**config.mk**
```make
export PLATFORM = sky130hd
export DESIGN_NAME = simd_lane_adder
export DESIGN_NICKNAME = d
export VERILOG_FILES = /design/src/simd_pkg.sv /design/src/simd_lane_adder.sv
export SDC_FILE = /design/constraint.sdc
export NUM_CORES = 1
export LEC_CHECK = 0
export BUFFER_PORTS_ARGS = -buffer_cell sky130_fd_sc_hd__buf_2
export CORE_MARGIN = 2
export CORE_UTILIZATION = 28
export DETAILED_ROUTE_END_ITERATION = 8
export PLACE_DENSITY = 0.54
export RECOVER_POWER = 100
export SLEW_MARGIN = 10
export SYNTH_ARGS = -nofsm -noshare
export SYNTH_HDL_FRONTEND = slang
export SYNTH_SLANG_ARGS = --single-unit
```
**constraint.sdc**
```tcl
create_clock -name vclk -period 6.3
set_clock_uncertainty 0.1 [all_clocks]
set_input_delay 0.945 -clock vclk [all_inputs]
set_output_delay 0.945 -clock vclk [all_outputs]
set_load 0.02 [all_outputs]
```
**src/simd_pkg.sv**
```systemverilog
//////////////////////////////////////////////////////////////////////
// Shared types for the packed-SIMD ALU
// The decoder depends on the opcode order below. Groups are contiguous
// and every 8/16 pair sits on an even/odd code
//////////////////////////////////////////////////////////////////////
package simd_pkg;

  localparam int XLEN = 32;

  typedef enum logic [6:0] {
    // Adder ops
    OP_ADD8,      OP_ADD16,     OP_SUB8,      OP_SUB16,
    OP_RADD8,     OP_RADD16,    OP_URADD8,    OP_URADD16,
    OP_RSUB8,     OP_RSUB16,    OP_URSUB8,    OP_URSUB16,
    OP_KADD8,     OP_KADD16,    OP_UKADD8,    OP_UKADD16,
    OP_KSUB8,     OP_KSUB16,    OP_UKSUB8,    OP_UKSUB16,
    // Compares
    OP_CMPEQ8,    OP_CMPEQ16,   OP_SCMPLT8,   OP_SCMPLT16,
    OP_SCMPLE8,   OP_SCMPLE16,  OP_UCMPLT8,   OP_UCMPLT16,
    OP_UCMPLE8,   OP_UCMPLE16,
    // Min and max
    OP_SMIN8,     OP_SMIN16,    OP_SMAX8,     OP_SMAX16,
    OP_UMIN8,     OP_UMIN16,    OP_UMAX8,     OP_UMAX16,
    // Shifts
    OP_SRA8,      OP_SRA16,     OP_SRL8,      OP_SRL16,
    OP_SLL8,      OP_SLL16,     OP_SRAI8,     OP_SRAI16,
    OP_SRLI8,     OP_SRLI16,    OP_SLLI8,     OP_SLLI16,
    // Unpack, pack, insert byte
    OP_SUNPKD810, OP_SUNPKD820, OP_SUNPKD830, OP_SUNPKD831, OP_SUNPKD832,
    OP_ZUNPKD810, OP_ZUNPKD820, OP_ZUNPKD830, OP_ZUNPKD831, OP_ZUNPKD832,
    OP_PKBB16,    OP_PKBT16,    OP_PKTB16,    OP_PKTT16,
    OP_INSB0,     OP_INSB1,     OP_INSB2,     OP_INSB3
  } simd_op_e;

  typedef enum logic [2:0] {
    UNIT_ADDER,
    UNIT_COMPARE,
    UNIT_MINMAX,
    UNIT_SHIFT,
    UNIT_PERMUTE
  } simd_unit_e;

  typedef enum logic {
    W8,
    W16
  } simd_width_e;

  typedef enum logic [2:0] {
    CMP_EQ,
    CMP_LT,
    CMP_LE,
    CMP_MIN,
    CMP_MAX
  } simd_cmp_e;

  typedef struct packed {
    simd_op_e        op;
    logic [XLEN-1:0] a;
    logic [XLEN-1:0] b;
    logic [XLEN-1:0] rd;   // Only read by insert byte
    logic [4:0]      imm;
  } simd_req_t;

  typedef struct packed {
    simd_unit_e  unit;
    simd_width_e width;
    logic        is_signed;
    simd_cmp_e   cmp;
    logic        sub;          // Invert b, carry in one at each lane start
    logic        halve;
    logic        saturate;
    logic        shift_left;
    logic        shift_arith;
    logic        use_imm;
  } simd_ctrl_t;

  // Byte slices of the adder, carry out in bit 8
  typedef struct packed {
    logic [3:0][8:0] lane;
  } simd_lane_sum_t;

endpackage
```
**src/simd_lane_adder.sv**
```systemverilog
`timescale 1ns/1ps
//////////////////////////////////////////////////////////////////////
// Lane-split adder for 8-bit and 16-bit lanes
// Halving results round toward minus infinity
// ov_o reports clamping only when saturate is set
//////////////////////////////////////////////////////////////////////
module simd_lane_adder (
  input  simd_pkg::simd_ctrl_t      ctrl_i,
  input  logic [simd_pkg::XLEN-1:0] a_i,
  input  logic [simd_pkg::XLEN-1:0] b_i,
  output simd_pkg::simd_lane_sum_t  sum_o,
  output logic [simd_pkg::XLEN-1:0] result_o,
  output logic                      ov_o
);

  logic                      w8;
  logic [simd_pkg::XLEN-1:0] b_op;
  logic [3:0][8:0]           r;
  logic [3:0]                top;        // Bit 8 of the exact byte-slice sum
  logic [3:0]                ovf;
  logic [3:0]                lane_top;
  logic [3:0]                lane_ovf;
  logic [simd_pkg::XLEN-1:0] wrap_res;
  logic [simd_pkg::XLEN-1:0] half_res;
  logic [simd_pkg::XLEN-1:0] sat_res;

  assign w8   = (ctrl_i.width == simd_pkg::W8);
  assign b_op = ctrl_i.sub ? ~b_i : b_i;

  //////////////////////////////////////////////////////////////////////
  // Byte adders
  //////////////////////////////////////////////////////////////////////

  // Carry runs inside a halfword lane and breaks at every lane start
  always_comb begin
    logic carry;
    logic cin;
    carry = 1'b0;
    for (int i = 0; i < 4; i++) begin
      cin   = (w8 || (i % 2 == 0)) ? ctrl_i.sub : carry;
      r[i]  = {1'b0, a_i[8*i +: 8]} + {1'b0, b_op[8*i +: 8]} + {8'd0, cin};
      carry = r[i][8];
    end
  end

  assign sum_o.lane = r;

  // Extension bits of both operands plus carry give the exact top bit
  always_comb begin
    for (int i = 0; i < 4; i++) begin
      top[i] = r[i][8] ^ (ctrl_i.is_signed ? (a_i[8*i+7] ^ b_op[8*i+7]) : ctrl_i.sub);
      ovf[i] = ctrl_i.is_signed ? (top[i] ^ r[i][7]) : top[i];
    end
  end

  //////////////////////////////////////////////////////////////////////
  // Wrapped, halving and saturating results
  //////////////////////////////////////////////////////////////////////

  always_comb begin
    logic msb_byte;
    for (int i = 0; i < 4; i++) begin
      msb_byte    = w8 || (i % 2 == 1);
      // Halfword lanes take their flags from the upper byte
      lane_top[i] = w8 ? top[i] : top[i | 1];
      lane_ovf[i] = w8 ? ovf[i] : ovf[i | 1];

      wrap_res[8*i +: 8] = r[i][7:0];
      half_res[8*i +: 8] = {msb_byte ? lane_top[i] : r[i | 1][0], r[i][7:1]};

      if (!lane_ovf[i]) begin
        sat_res[8*i +: 8] = r[i][7:0];
      end else if (ctrl_i.is_signed) begin
        // Lane minimum when the exact result is negative, else maximum
        sat_res[8*i +: 8] = {~(lane_top[i] ^ msb_byte), {7{~lane_top[i]}}};
      end else begin
        sat_res[8*i +: 8] = {8{~ctrl_i.sub}};
      end
    end
  end

  always_comb begin
    if (ctrl_i.halve) begin
      result_o = half_res;
    end else if (ctrl_i.saturate) begin
      result_o = sat_res;
    end else begin
      result_o = wrap_res;
    end
  end

  assign ov_o = ctrl_i.saturate & (|lane_ovf);

  // A clamped lane never equals its wrapped sum
  always_comb begin
    if (ov_o) begin
      assert (ctrl_i.unit == simd_pkg::UNIT_ADDER && sat_res != wrap_res)
        else $error("simd_lane_adder: ov_o set without a clamped lane in an adder op");
    end
  end

endmodule

```
## Word level (Yosys, flattened, before mapping)

Cells that the tools add are included.

| word-level totals | value |
|---|---|
| register bits after elaboration | 0 |
| input port bits | 78 |
| output and inout bits | 69 |

| cells by class | value |
|---|---|
| add/subtract/negate cells | 8 |
| multiplexer cells | 27 |
| bitwise gates (word level) | 24 |
| reduce and logical (&&, ||, !) cells | 1 |

Operators with widths:

| operator | count |
|---|---|
| 2-to-1 mux 32 bit | 3 |
| 2-to-1 mux 8 bit | 8 |
| adder 8 x 8 -> 9 bit | 4 |
| adder 9 x 1 -> 9 bit | 4 |
| inverter 32 bit | 1 |
| 2-to-1 mux 1 bit | 16 |
| bitwise XOR 1 bit | 14 |
| inverter 1 bit | 8 |
| OR reduction 4 bit | 1 |
| bitwise AND 1 bit | 1 |

## Logic depth before layout (Yosys ltp)

Gate-level depths: netlist (run 1).

| depth | value |
|---|---|
| depth after elaboration | 14 |
| mapped depth | 20 |
| gate-level depth less buffers | 18 |

## Least setup slack after synthesis (run 1)

OpenSTA, ideal clock, no wires.

| path | value |
|---|---|
| kind | input to output |
| start point | input ctrl_i[5] (netlist name) |
| end point | output result_o[1] (netlist name) |
| data arrival time | 5.797 ns |
| slack | -0.542 ns |
| cell stages on the path | 20 |
| path through | buf_4 -> buf_1 -> xor2_1 -> ha_1 -> a211o_1 -> inv_1 -> nor3_1 -> a311oi_2 -> a21oi_1 -> fa_1 -> fa_1 -> a211o_1 -> a21oi_1 -> o21ai_1 -> xnor2_1 -> nand2_1 -> o21ai_1 -> and3_1 -> clkbuf_1 -> a311oi_1 |

RTL lines:

| element | line | source |
|---|---|---|
| from (decl) | simd_lane_adder.sv:8 | `input simd_pkg::simd_ctrl_t ctrl_i,` |
| to (decl) | simd_lane_adder.sv:12 | `output logic [simd_pkg::XLEN-1:0] result_o,` |

## Worst setup path after layout (run 1)

| path | value |
|---|---|
| start point | input ctrl_i[5] (netlist name) |
| end point | output result_o[1] (netlist name) |

| between the ends | value |
|---|---|
| longest elaborated chain between the ends | 12 |
| elaborated cells on any way between the ends | 24 |
| those cells by class | 4 x add/sub; 12 x mux; 8 x bitwise |

RTL lines:

| element | line | source |
|---|---|---|
| 2-to-1 mux 32 bit | simd_lane_adder.sv:28 | `assign b_op = ctrl_i.sub ? ~b_i : b_i;` |
| adder 8 x 8 -> 9 bit | simd_lane_adder.sv:41 | `r[i] = {1'b0, a_i[8*i +: 8]} + {1'b0, b_op[8*i +: 8]} + {8'd0, cin};` |
| adder 9 x 1 -> 9 bit | simd_lane_adder.sv:41 |  |
| 2-to-1 mux 1 bit | simd_lane_adder.sv:40 | `cin = (w8 \|\| (i % 2 == 0)) ? ctrl_i.sub : carry;` |
| adder 9 x 1 -> 9 bit | simd_lane_adder.sv:41 |  |
| bitwise XOR 1 bit | simd_lane_adder.sv:51 | `top[i] = r[i][8] ^ (ctrl_i.is_signed ? (a_i[8*i+7] ^ b_op[8*i+7]) : ctrl_i.sub);` |
| bitwise XOR 1 bit / 2-to-1 mux 1 bit (equally long branches) | simd_lane_adder.sv:52, simd_lane_adder.sv:65 |  |
| 2-to-1 mux 1 bit / inverter 1 bit (equally long branches) | simd_lane_adder.sv:52, simd_lane_adder.sv:75 |  |
| 2-to-1 mux 1 bit / 2-to-1 mux 8 bit (equally long branches) | simd_lane_adder.sv:66, simd_lane_adder.sv:73 |  |
| 2-to-1 mux 8 bit | simd_lane_adder.sv:71 | `if (!lane_ovf[i]) begin` |
| 2-to-1 mux 32 bit | simd_lane_adder.sv:85 | `end else if (ctrl_i.saturate) begin` |
| 2-to-1 mux 32 bit * | simd_lane_adder.sv:83 | `if (ctrl_i.halve) begin` |

Every way passes the cells marked *; elsewhere a longest branch is shown, timed or not.

==> results of run 1 <==
[per-stage QoR]
stage | total power, mW | cells | setup TNS [ps] | hold WS (ps) | setup slack (ps)
floorplan | 0.603 | 387 | -565 | 1920 | -94.2
global placement | 0.880 | 676 | -342 | 2110 | -41.1
detailed placement | 0.887 | 676 | -968 | 2110 | -99.0
CTS | 0.903 | 678 | 0 | 2110 | 0.983
global route | 1.03 | 683 | -3.21 | 2140 | -3.01
finish | 0.947 | 683 | 0 | 2130 | 148
[kinds of logic (layout without fill, tap and decap cells)]
family                   count (synthesis)  after routing  synth area share, %
XOR/XNOR                                59             59                 19.6
AND/OR/NAND/NOR                        101            102                 16.8
AO/OA/AOI/OAI                          140            140                 36.9
buffers and inverters                   47            213                 6.73
multiplexers                             6              6                 2.43
adder cells (fa/ha/maj)                 34             34                 17.6
[per-layer routing]
metal | vias up | share of wire, % | global-route usage [%]
met1 | 1567 | 46 | 23.0
met5 | - | 0 | 0
met4 | 0 | 0.45 | 0.718
met2 | 82 | 50 | 30.4
met3 | 4 | 3.3 | 0.410
li1 | 1740 | - | -
[worst max-delay path: cells and delay by family]
family                     cells  cell delay, ps
AOI/OAI and AO/OA              8            1630
adders and majority gates      3             960
buffers and inverters          6             850
and+or+nand+nor                3             350
xor gates and xnor gates       2             340
[cell usage after synthesis (all sizes together) (4+ instances only)]
| cell | instances |
|---|---|
| xor2 | 45 |
| nor2 | 37 |
| nand2 | 33 |
| o21ai | 33 |
| inv | 30 |
| ha | 28 |
| a21oi | 27 |
| xnor2 | 14 |
| clkbuf | 12 |
| a21o | 11 |
| nand3 | 8 |
| a211oi | 6 |
| a22oi | 6 |
| a311oi | 6 |
| fa | 6 |
| nor2b | 6 |
| a31oi | 5 |
| buf | 5 |
| mux2i | 5 |
| nor3 | 5 |
| o21a | 5 |
| o21bai | 5 |
| o221ai | 5 |
| a221oi | 4 |
| o41ai | 4 |
[area by class of cell]
class | instances | area share, %
well taps | 129 | 3.84
inverters | 30 | 2.68
repair buffers | 183 | 26.6
multi-input cells | 341 | 66.9
[what timing repair did]
item | in CTS | in global routing
gates resized for setup | 11 | 59
gates cloned | 1 | 0
buffers inserted | 1 | 5
pin swaps | 3 | 29
endpoints found under the setup margin | 17 | 31
[power groups by stage]
stage | Sequential (mW) | Clock [mW] | Combinational [mW]
floorplan | 0 | 0 | 0.603
global placement | 0 | 0 | 0.880
detailed placement | 0 | 0 | 0.887
CTS | 0 | 0 | 0.903
global route | 0 | 0 | 1.03
finish | 0 | 0 | 0.947
[path summary, 6_finish.rpt]
check	startpoint	end	slack, ps	cells past startpoint
worst max-delay path	ctrl_i[5]	result_o[1]	150	22
worst min-delay path	a_i[0]	sum_o[0]	2130	3
==> results.cfg, run 1 <==
[power]
p_sw_share_pct = 58.7
p_seq_share_pct = 0
p_leak_nw = 2.06
p_per_area_mw_per_mm2 = 225
combinationalPowerShare_pct = 100.0
intPower_mw = 0.391
ir_worst_vdd_v = 0.0000899
p_sw_mw = 0.556
power_frac_clock_pct = 0

[job]
maxCapViolCount = 0

[route]
routedWlPerCell_um = 13.7
drt_wl_total_um = 9380
drt_iter0_markers = 72
vias = 3393
route.detailed.drc = 0
vias_per_cell = 4.97
drt_first_pass_iters = 6
final_antenna_net_count = 0

[layout]
diodes = 0
final.clkbuf_count = 0
fin_nets = 668
multiInputGateArea_mm2 = 0.00281
regArea_um2 = 0
drive_gt1_share_pct = 41.9
layout_commonest_cell = buf_2
seq_cells = 0
fin_util_pct = 45.5
fill_cells = 972
final_cell_mix = buf_2, buf_4, xor2_1
area_delta_synth_final_pct = 57.1
design_area_mm2 = 0.00421

[yosys]
syn-num-nets = 499
yosysWarningCount = 0
syn_area_mm2 = 0.00268
synth_top_area_share_pct = 14.7
synth.area.top_cells = xor2_1, ha_1, a21oi_1
yosysSeqAreaShare_pct = 0
syn_inst = 387
avgSynthCellArea_um2 = 6.92
synth_top_cell_by_area = xor2_1
synth.distinct_cells = 58

[worst_setup_path]
crit_type = primary input to output pin
critPathSlowestCell = fa_2
arrival_ps = 5110
path_cells = buf_6, buf_12, buf_4, xor2_1, ha_2, a211o_1, inv_1, nor3_1, a311oi_2, a21oi_2, fa_2, fa_2, a211o_1, a21oi_4, o21ai_4, xnor2_2, nand2_2, o21ai_4, and3_4, buf_12, a311oi_4, buf_2
cpPeakStageDelay_ps = 420
cp_max_fo = 7
worst_setup_path_start_kind = primary input
end_kind = output pin
cp.required_ps = 5250

[run_status]
outcome = complete, no violations

[die]
ios = 147
die_h_um = 102
fp.dieW_um = 102
coreArea_mm2 = 0.00924
rows = 35
dieArea_mm2 = 0.0104
initial_utilization_pct = 29.0

[cts]
cts_hold_buf = 0

[global_routing]
grt_use_total_pct = 16.6
overflow = 0
grt_max_degree = 42
antenna_found_initial = 0
grt_pass1_wl_um = 14400
grt_pass1_vias = 3155

[min_path]
hold_class = primary input to output pin

[timing]
slew_headroom_pct = 39.3
maxSlewViolCount = 0
timing.final.crit_share_pct = 97.7
max_freq_mhz = 163
worst_pin_slew_ps = 911
period_needed_ps = 6150
finalSetupViolCount = 0
finalHoldViolations = 0

[placement]
gp_congestion = 0.812
dp_hpwl_um = 7500
io_buffers = 138
place_area_mm2 = 0.00395
No activity file was read; power rests on OpenSTA's default activity.
==> run 2, diff against run 1 <==
--- a/config.mk
+++ b/config.mk
@@ -7,9 +7,9 @@
 export LEC_CHECK = 0
 export BUFFER_PORTS_ARGS = -buffer_cell sky130_fd_sc_hd__buf_2
 export CORE_MARGIN = 2
-export CORE_UTILIZATION = 28
+export CORE_UTILIZATION = 48
 export DETAILED_ROUTE_END_ITERATION = 8
-export PLACE_DENSITY = 0.54
+export PLACE_DENSITY = 0.82
 export RECOVER_POWER = 100
 export SLEW_MARGIN = 10
 export SYNTH_ARGS = -nofsm -noshare
==> constraint.sdc (replaced) <==
create_clock -name vclk -period 7
set_clock_uncertainty 0.1 [all_clocks]
set_input_delay 1.05 -clock vclk [all_inputs]
set_output_delay 1.05 -clock vclk [all_outputs]
set_load 0.02 [all_outputs]
==> run 2 against run 1 <==
Compared with the run above: non-clock buffer count fell by 36; worst setup slack improved by 150 ps; first-iteration DRC count grew 120%; combinational power decreased by 26%; clock-buffer cell count unchanged; wire length fell by 12%; via count is 0.83% lower; hold slack better by 220 ps; cell count shrank 14%; global-route usage is 7.8 points higher; flip-flop and latch count is the same; core utilization up 18 points.
==> results.cfg, run 2 (synthesis gave the netlist of run 1 again) <==
[worst_setup_path]
critPathSlowestCell = fa_1
end_kind = output pin
arrival_ps = 5550
path_cells = buf_6, buf_4, xor2_1, ha_1, nor2b_1, o21ai_1, nand2_1, a311oi_2, a21oi_1, fa_1, fa_1, a211o_1, a21oi_1, o21ai_1, xnor2_1, nand2_1, o21ai_2, and3_2, a311oi_1, clkbuf_2
cp.required_ps = 5850
cp_max_fo = 13
cpPeakStageDelay_ps = 440
crit_type = primary input to output pin
worst_setup_path_start_kind = primary input

[route]
drt_iter0_markers = 156
vias = 3365
vias_per_cell = 5.70
drt_first_pass_iters = 5
final_antenna_net_count = 0
route.detailed.drc = 0
drt_wl_total_um = 8230
routedWlPerCell_um = 14.0

[layout]
diodes = 0
drive_gt1_share_pct = 25.5
fin_nets = 632
layout_commonest_cell = buf_2
finalNonFillerCells = 590
regArea_um2 = 0
final_cell_mix = buf_2, xor2_1, clkbuf_1
seq_cells = 0
area_delta_synth_final_pct = 29.2
final.clkbuf_count = 0

[global_routing]
overflow = 0
grt_max_degree = 42
grt_pass1_wl_um = 13000
grt_use_total_pct = 24.4
grt_pass1_vias = 2986
antenna_found_initial = 0

[power]
combinationalPowerShare_pct = 100.0
power_frac_clock_pct = 0
p_sw_share_pct = 64.6
p_leak_nw = 1.70
p_per_area_mw_per_mm2 = 204
p_total_mw = 0.705
p_sw_mw = 0.455
p_seq_share_pct = 0
intPower_mw = 0.249
ir_worst_vdd_v = 0.000100

[timing]
period_needed_ps = 6700
maxSlewViolCount = 0
timing.final.crit_share_pct = 95.7
slew_headroom_pct = 49.6
max_freq_mhz = 149
rsz0062_at_grt = false
finalHoldViolations = 0
whs_ps = 2350
finalSetupViolCount = 0
worst_pin_slew_ps = 756

[placement]
gp_congestion = 0.901
io_buffers = 138
place_inst = 589
dp_hpwl_um = 6650

[die]
coreArea_mm2 = 0.00544
rows = 27
dieArea_mm2 = 0.00619
die_h_um = 78.7
fp.dieW_um = 78.7
ios = 147
initial_utilization_pct = 49.3

[min_path]
hold_class = primary input to output pin

[cts]
postCtsSetupBuffers = 0
cts_hold_buf = 0

[run_status]
outcome = complete, no violations

[job]
maxCapViolCount = 0
## run 2: cell count changes in the layout (fill, tap and decap cells not counted), moves of 5 or more
cell	before	now
clkbuf_1	10	43
buf_2	102	85
buf_4	46	9
buf_6	9	1
a21oi_1	21	26
## run 2: path summary, 6_finish.rpt
check | start | endpoint | slack, ps | depth (start not counted)
max | ctrl_i[5] | result_o[5] | 300 | 20
min | a_i[16] | sum_o[18] | 2350 | 3
## run 2: cell type report
class              count  area, um^2
repair buffers       147         711
fillers              534        1980
multi-input cells    341        2550
inverters             30         113
well taps             72        90.1
## run 2: power groups by stage
stage,clock (mW),sequential [mW],combinational (mW)
2_1_floorplan,0,0,0.502
3_3_place_gp,0,0,0.691
3_5_place_dp,0,0,0.704
4_1_cts,0,0,0.707
5_1_grt,0,0,0.766
6_report,0,0,0.705
## run 2: layer usage
layer	global-route usage, %	wire length (um)
met1	30.7	3490
met2	46.8	4110
met3	0.682	528
met4	3.51	100
met5	0	0
## run 2: critical path, delay by kind of cell
family	cells	cell delay, ps
compound gates	8	1710
fa+ha+maj	3	1210
simple gates	4	710
buf+inv	3	540
xor+xnor	2	320
## run 2: stage by stage
stage	TNS (ps)	worst slack, ps	cell area (um^2)	utilization, %
after floorplan	-179	-52.2	2680	-
after global placement	0	119	3460	63.6
after detailed placement	-8.47	-8.47	3460	63.6
after CTS	0	120	3460	63.7
after global routing	0	37.7	3460	63.7
final	0	302	3460	63.7
## run 2: timing repair
item	CTS	global route
gates cloned	0	1
pin swaps	0	4
endpoints found under the setup margin	1	22
endpoints found under the hold margin	0	0
resized for setup	1	15
==> run 3, diff against run 2 <==
--- a/config.mk
+++ b/config.mk
@@ -7,9 +7,9 @@
 export LEC_CHECK = 0
 export BUFFER_PORTS_ARGS = -buffer_cell sky130_fd_sc_hd__buf_2
 export CORE_MARGIN = 2
-export CORE_UTILIZATION = 48
+export CORE_UTILIZATION = 50
 export DETAILED_ROUTE_END_ITERATION = 8
-export PLACE_DENSITY = 0.82
+export PLACE_DENSITY = 0.85
 export RECOVER_POWER = 100
 export SLEW_MARGIN = 10
 export SYNTH_ARGS = -nofsm -noshare
==> constraint.sdc (replaced) <==
create_clock -name vclk -period 8
set_clock_uncertainty 0.1 [all_clocks]
set_input_delay 1.2 -clock vclk [all_inputs]
set_output_delay 1.2 -clock vclk [all_outputs]
set_load 0.02 [all_outputs]
==> run 3 against run 2 <==
Compared with the run above: flip-flop and latch count unchanged; wire length decreased by 2.8%; cell count is 1.5% lower; clock-buffer cell count unchanged; core utilization up 1.8 points; sequential share of layout area unchanged; total power shrank 15%; worst setup slack got worse by 25 ps; global-route usage is essentially flat; largest cell class unchanged; largest power group unchanged.
==> results.cfg, run 3 (synthesis gave the netlist of run 1 again) <==
[run_status]
outcome = complete, no violations

[min_path]
hold_class = primary input to output pin

[route]
drt_wl_total_um = 8000
drt_first_pass_iters = 5
vias = 3347
vias_per_cell = 5.76
routedWlPerCell_um = 13.8
drt_iter0_markers = 218
final_antenna_net_count = 0
route.detailed.drc = 0

[power]
combinationalPowerShare_pct = 100.0
p_per_area_mw_per_mm2 = 179
p_sw_mw = 0.393
intPower_mw = 0.209
p_total_mw = 0.602
ir_worst_vdd_v = 0.000106
p_sw_share_pct = 65.3
power_frac_clock_pct = 0
p_seq_share_pct = 0
p_leak_nw = 1.66

[worst_setup_path]
arrival_ps = 6420
cp.required_ps = 6700
cpPeakStageDelay_ps = 510
crit_type = primary input to output pin
critPathSlowestCell = clkbuf_1
end_kind = output pin
path_cells = buf_2, clkbuf_1, xor2_1, ha_1, o21ai_2, a21oi_1, o41ai_2, a21oi_1, fa_1, fa_1, a211oi_2, o21ai_1, and2_1, a21oi_1, nor2_2, xnor2_2, a311o_1, o21ai_0, buf_2
cp_max_fo = 15
crit_top_cell = a21oi_1
worst_setup_path_start_kind = primary input

[layout]
finalNonFillerCells = 581
fin_nets = 625
drive_gt1_share_pct = 22.1
regArea_um2 = 0
final_cell_mix = buf_2, xor2_1, clkbuf_1
layout_commonest_cell = buf_2
diodes = 0
fin_util_pct = 65.5
final.clkbuf_count = 0
area_delta_synth_final_pct = 25.6
seq_cells = 0

[placement]
gp_congestion = 0.885
io_buffers = 138
dp_hpwl_um = 6470
place_inst = 581
pre_cts_slack_ps = 469

[timing]
fin_ws_ps = 278
timing.final.crit_share_pct = 96.5
worst_pin_slew_ps = 761
maxSlewViolCount = 0
period_needed_ps = 7720
max_freq_mhz = 129
finalHoldViolations = 0
tns_ps = 0
slew_headroom_pct = 49.3
finalSetupViolCount = 0
rsz0062_at_grt = false

[global_routing]
gr-usage-met1_pct = 31.9
grt_max_degree = 42
grt_pass1_vias = 2888
grt_use_total_pct = 24.4
use_met2_pct = 46.3
busiest_layer = met2
antenna_found_initial = 0
grtUsageMet3_pct = 1.29
overflow = 0
grt_pass1_wl_um = 12800

[die]
coreArea_mm2 = 0.00514
dieArea_mm2 = 0.00596
initial_utilization_pct = 52.1
rows = 26
die_h_um = 77.2
fp.dieW_um = 77.2
ios = 147

[job]
maxCapViolCount = 0

[cts]
cts_hold_buf = 0
postCtsSetupBuffers = 0
cts_resized = 0
run 3: path summary, 6_finish.rpt:
kind / start / end / slack (ps) / depth (start not counted)
worst max-delay path: ctrl_i[5] / result_o[21] / 280 / 19
worst min-delay path: a_i[16] / sum_o[18] / 2640 / 3
run 3: stage by stage:
step	cell area, um^2	hold slack (ps)
detailed placement	3410	2620
global placement	3410	2620
CTS	3410	2630
floorplan	2680	2430
global route	3360	2650
finish	3360	2640
run 3: layout make-up:
class / instances / area [um^2]
Tap cell: 70 / 87.6
Inverter: 30 / 113
Timing Repair Buffer: 141 / 654
Multi-Input combinational cell: 340 / 2510
Fill cell: 518 / 1780
run 3: per-layer routing:
| layer | wire length [um] | share of wire (%) |
|---|---|---|
| met4 | 21 | 0.26 |
| met2 | 3970 | 50 |
| met1 | 3430 | 43 |
| met3 | 584 | 7.3 |
| met5 | 0 | 0 |
run 3: power groups by stage:
stage	Combinational [mW]	Clock [mW]	Sequential, mW
4_1_cts	0.611	0	0
2_1_floorplan	0.439	0	0
3_3_place_gp	0.598	0	0
6_report	0.602	0	0
5_1_grt	0.652	0	0
3_5_place_dp	0.609	0	0
run 3: worst max-delay path, delay by kind of cell:
family | cells | cell delay [ps]
AOI/OAI and AO/OA | 9 | 1980
adders and majority gates | 3 | 1270
buffers and inverters | 3 | 1050
xor gates and xnor gates | 2 | 610
and+or+nand+nor | 2 | 320
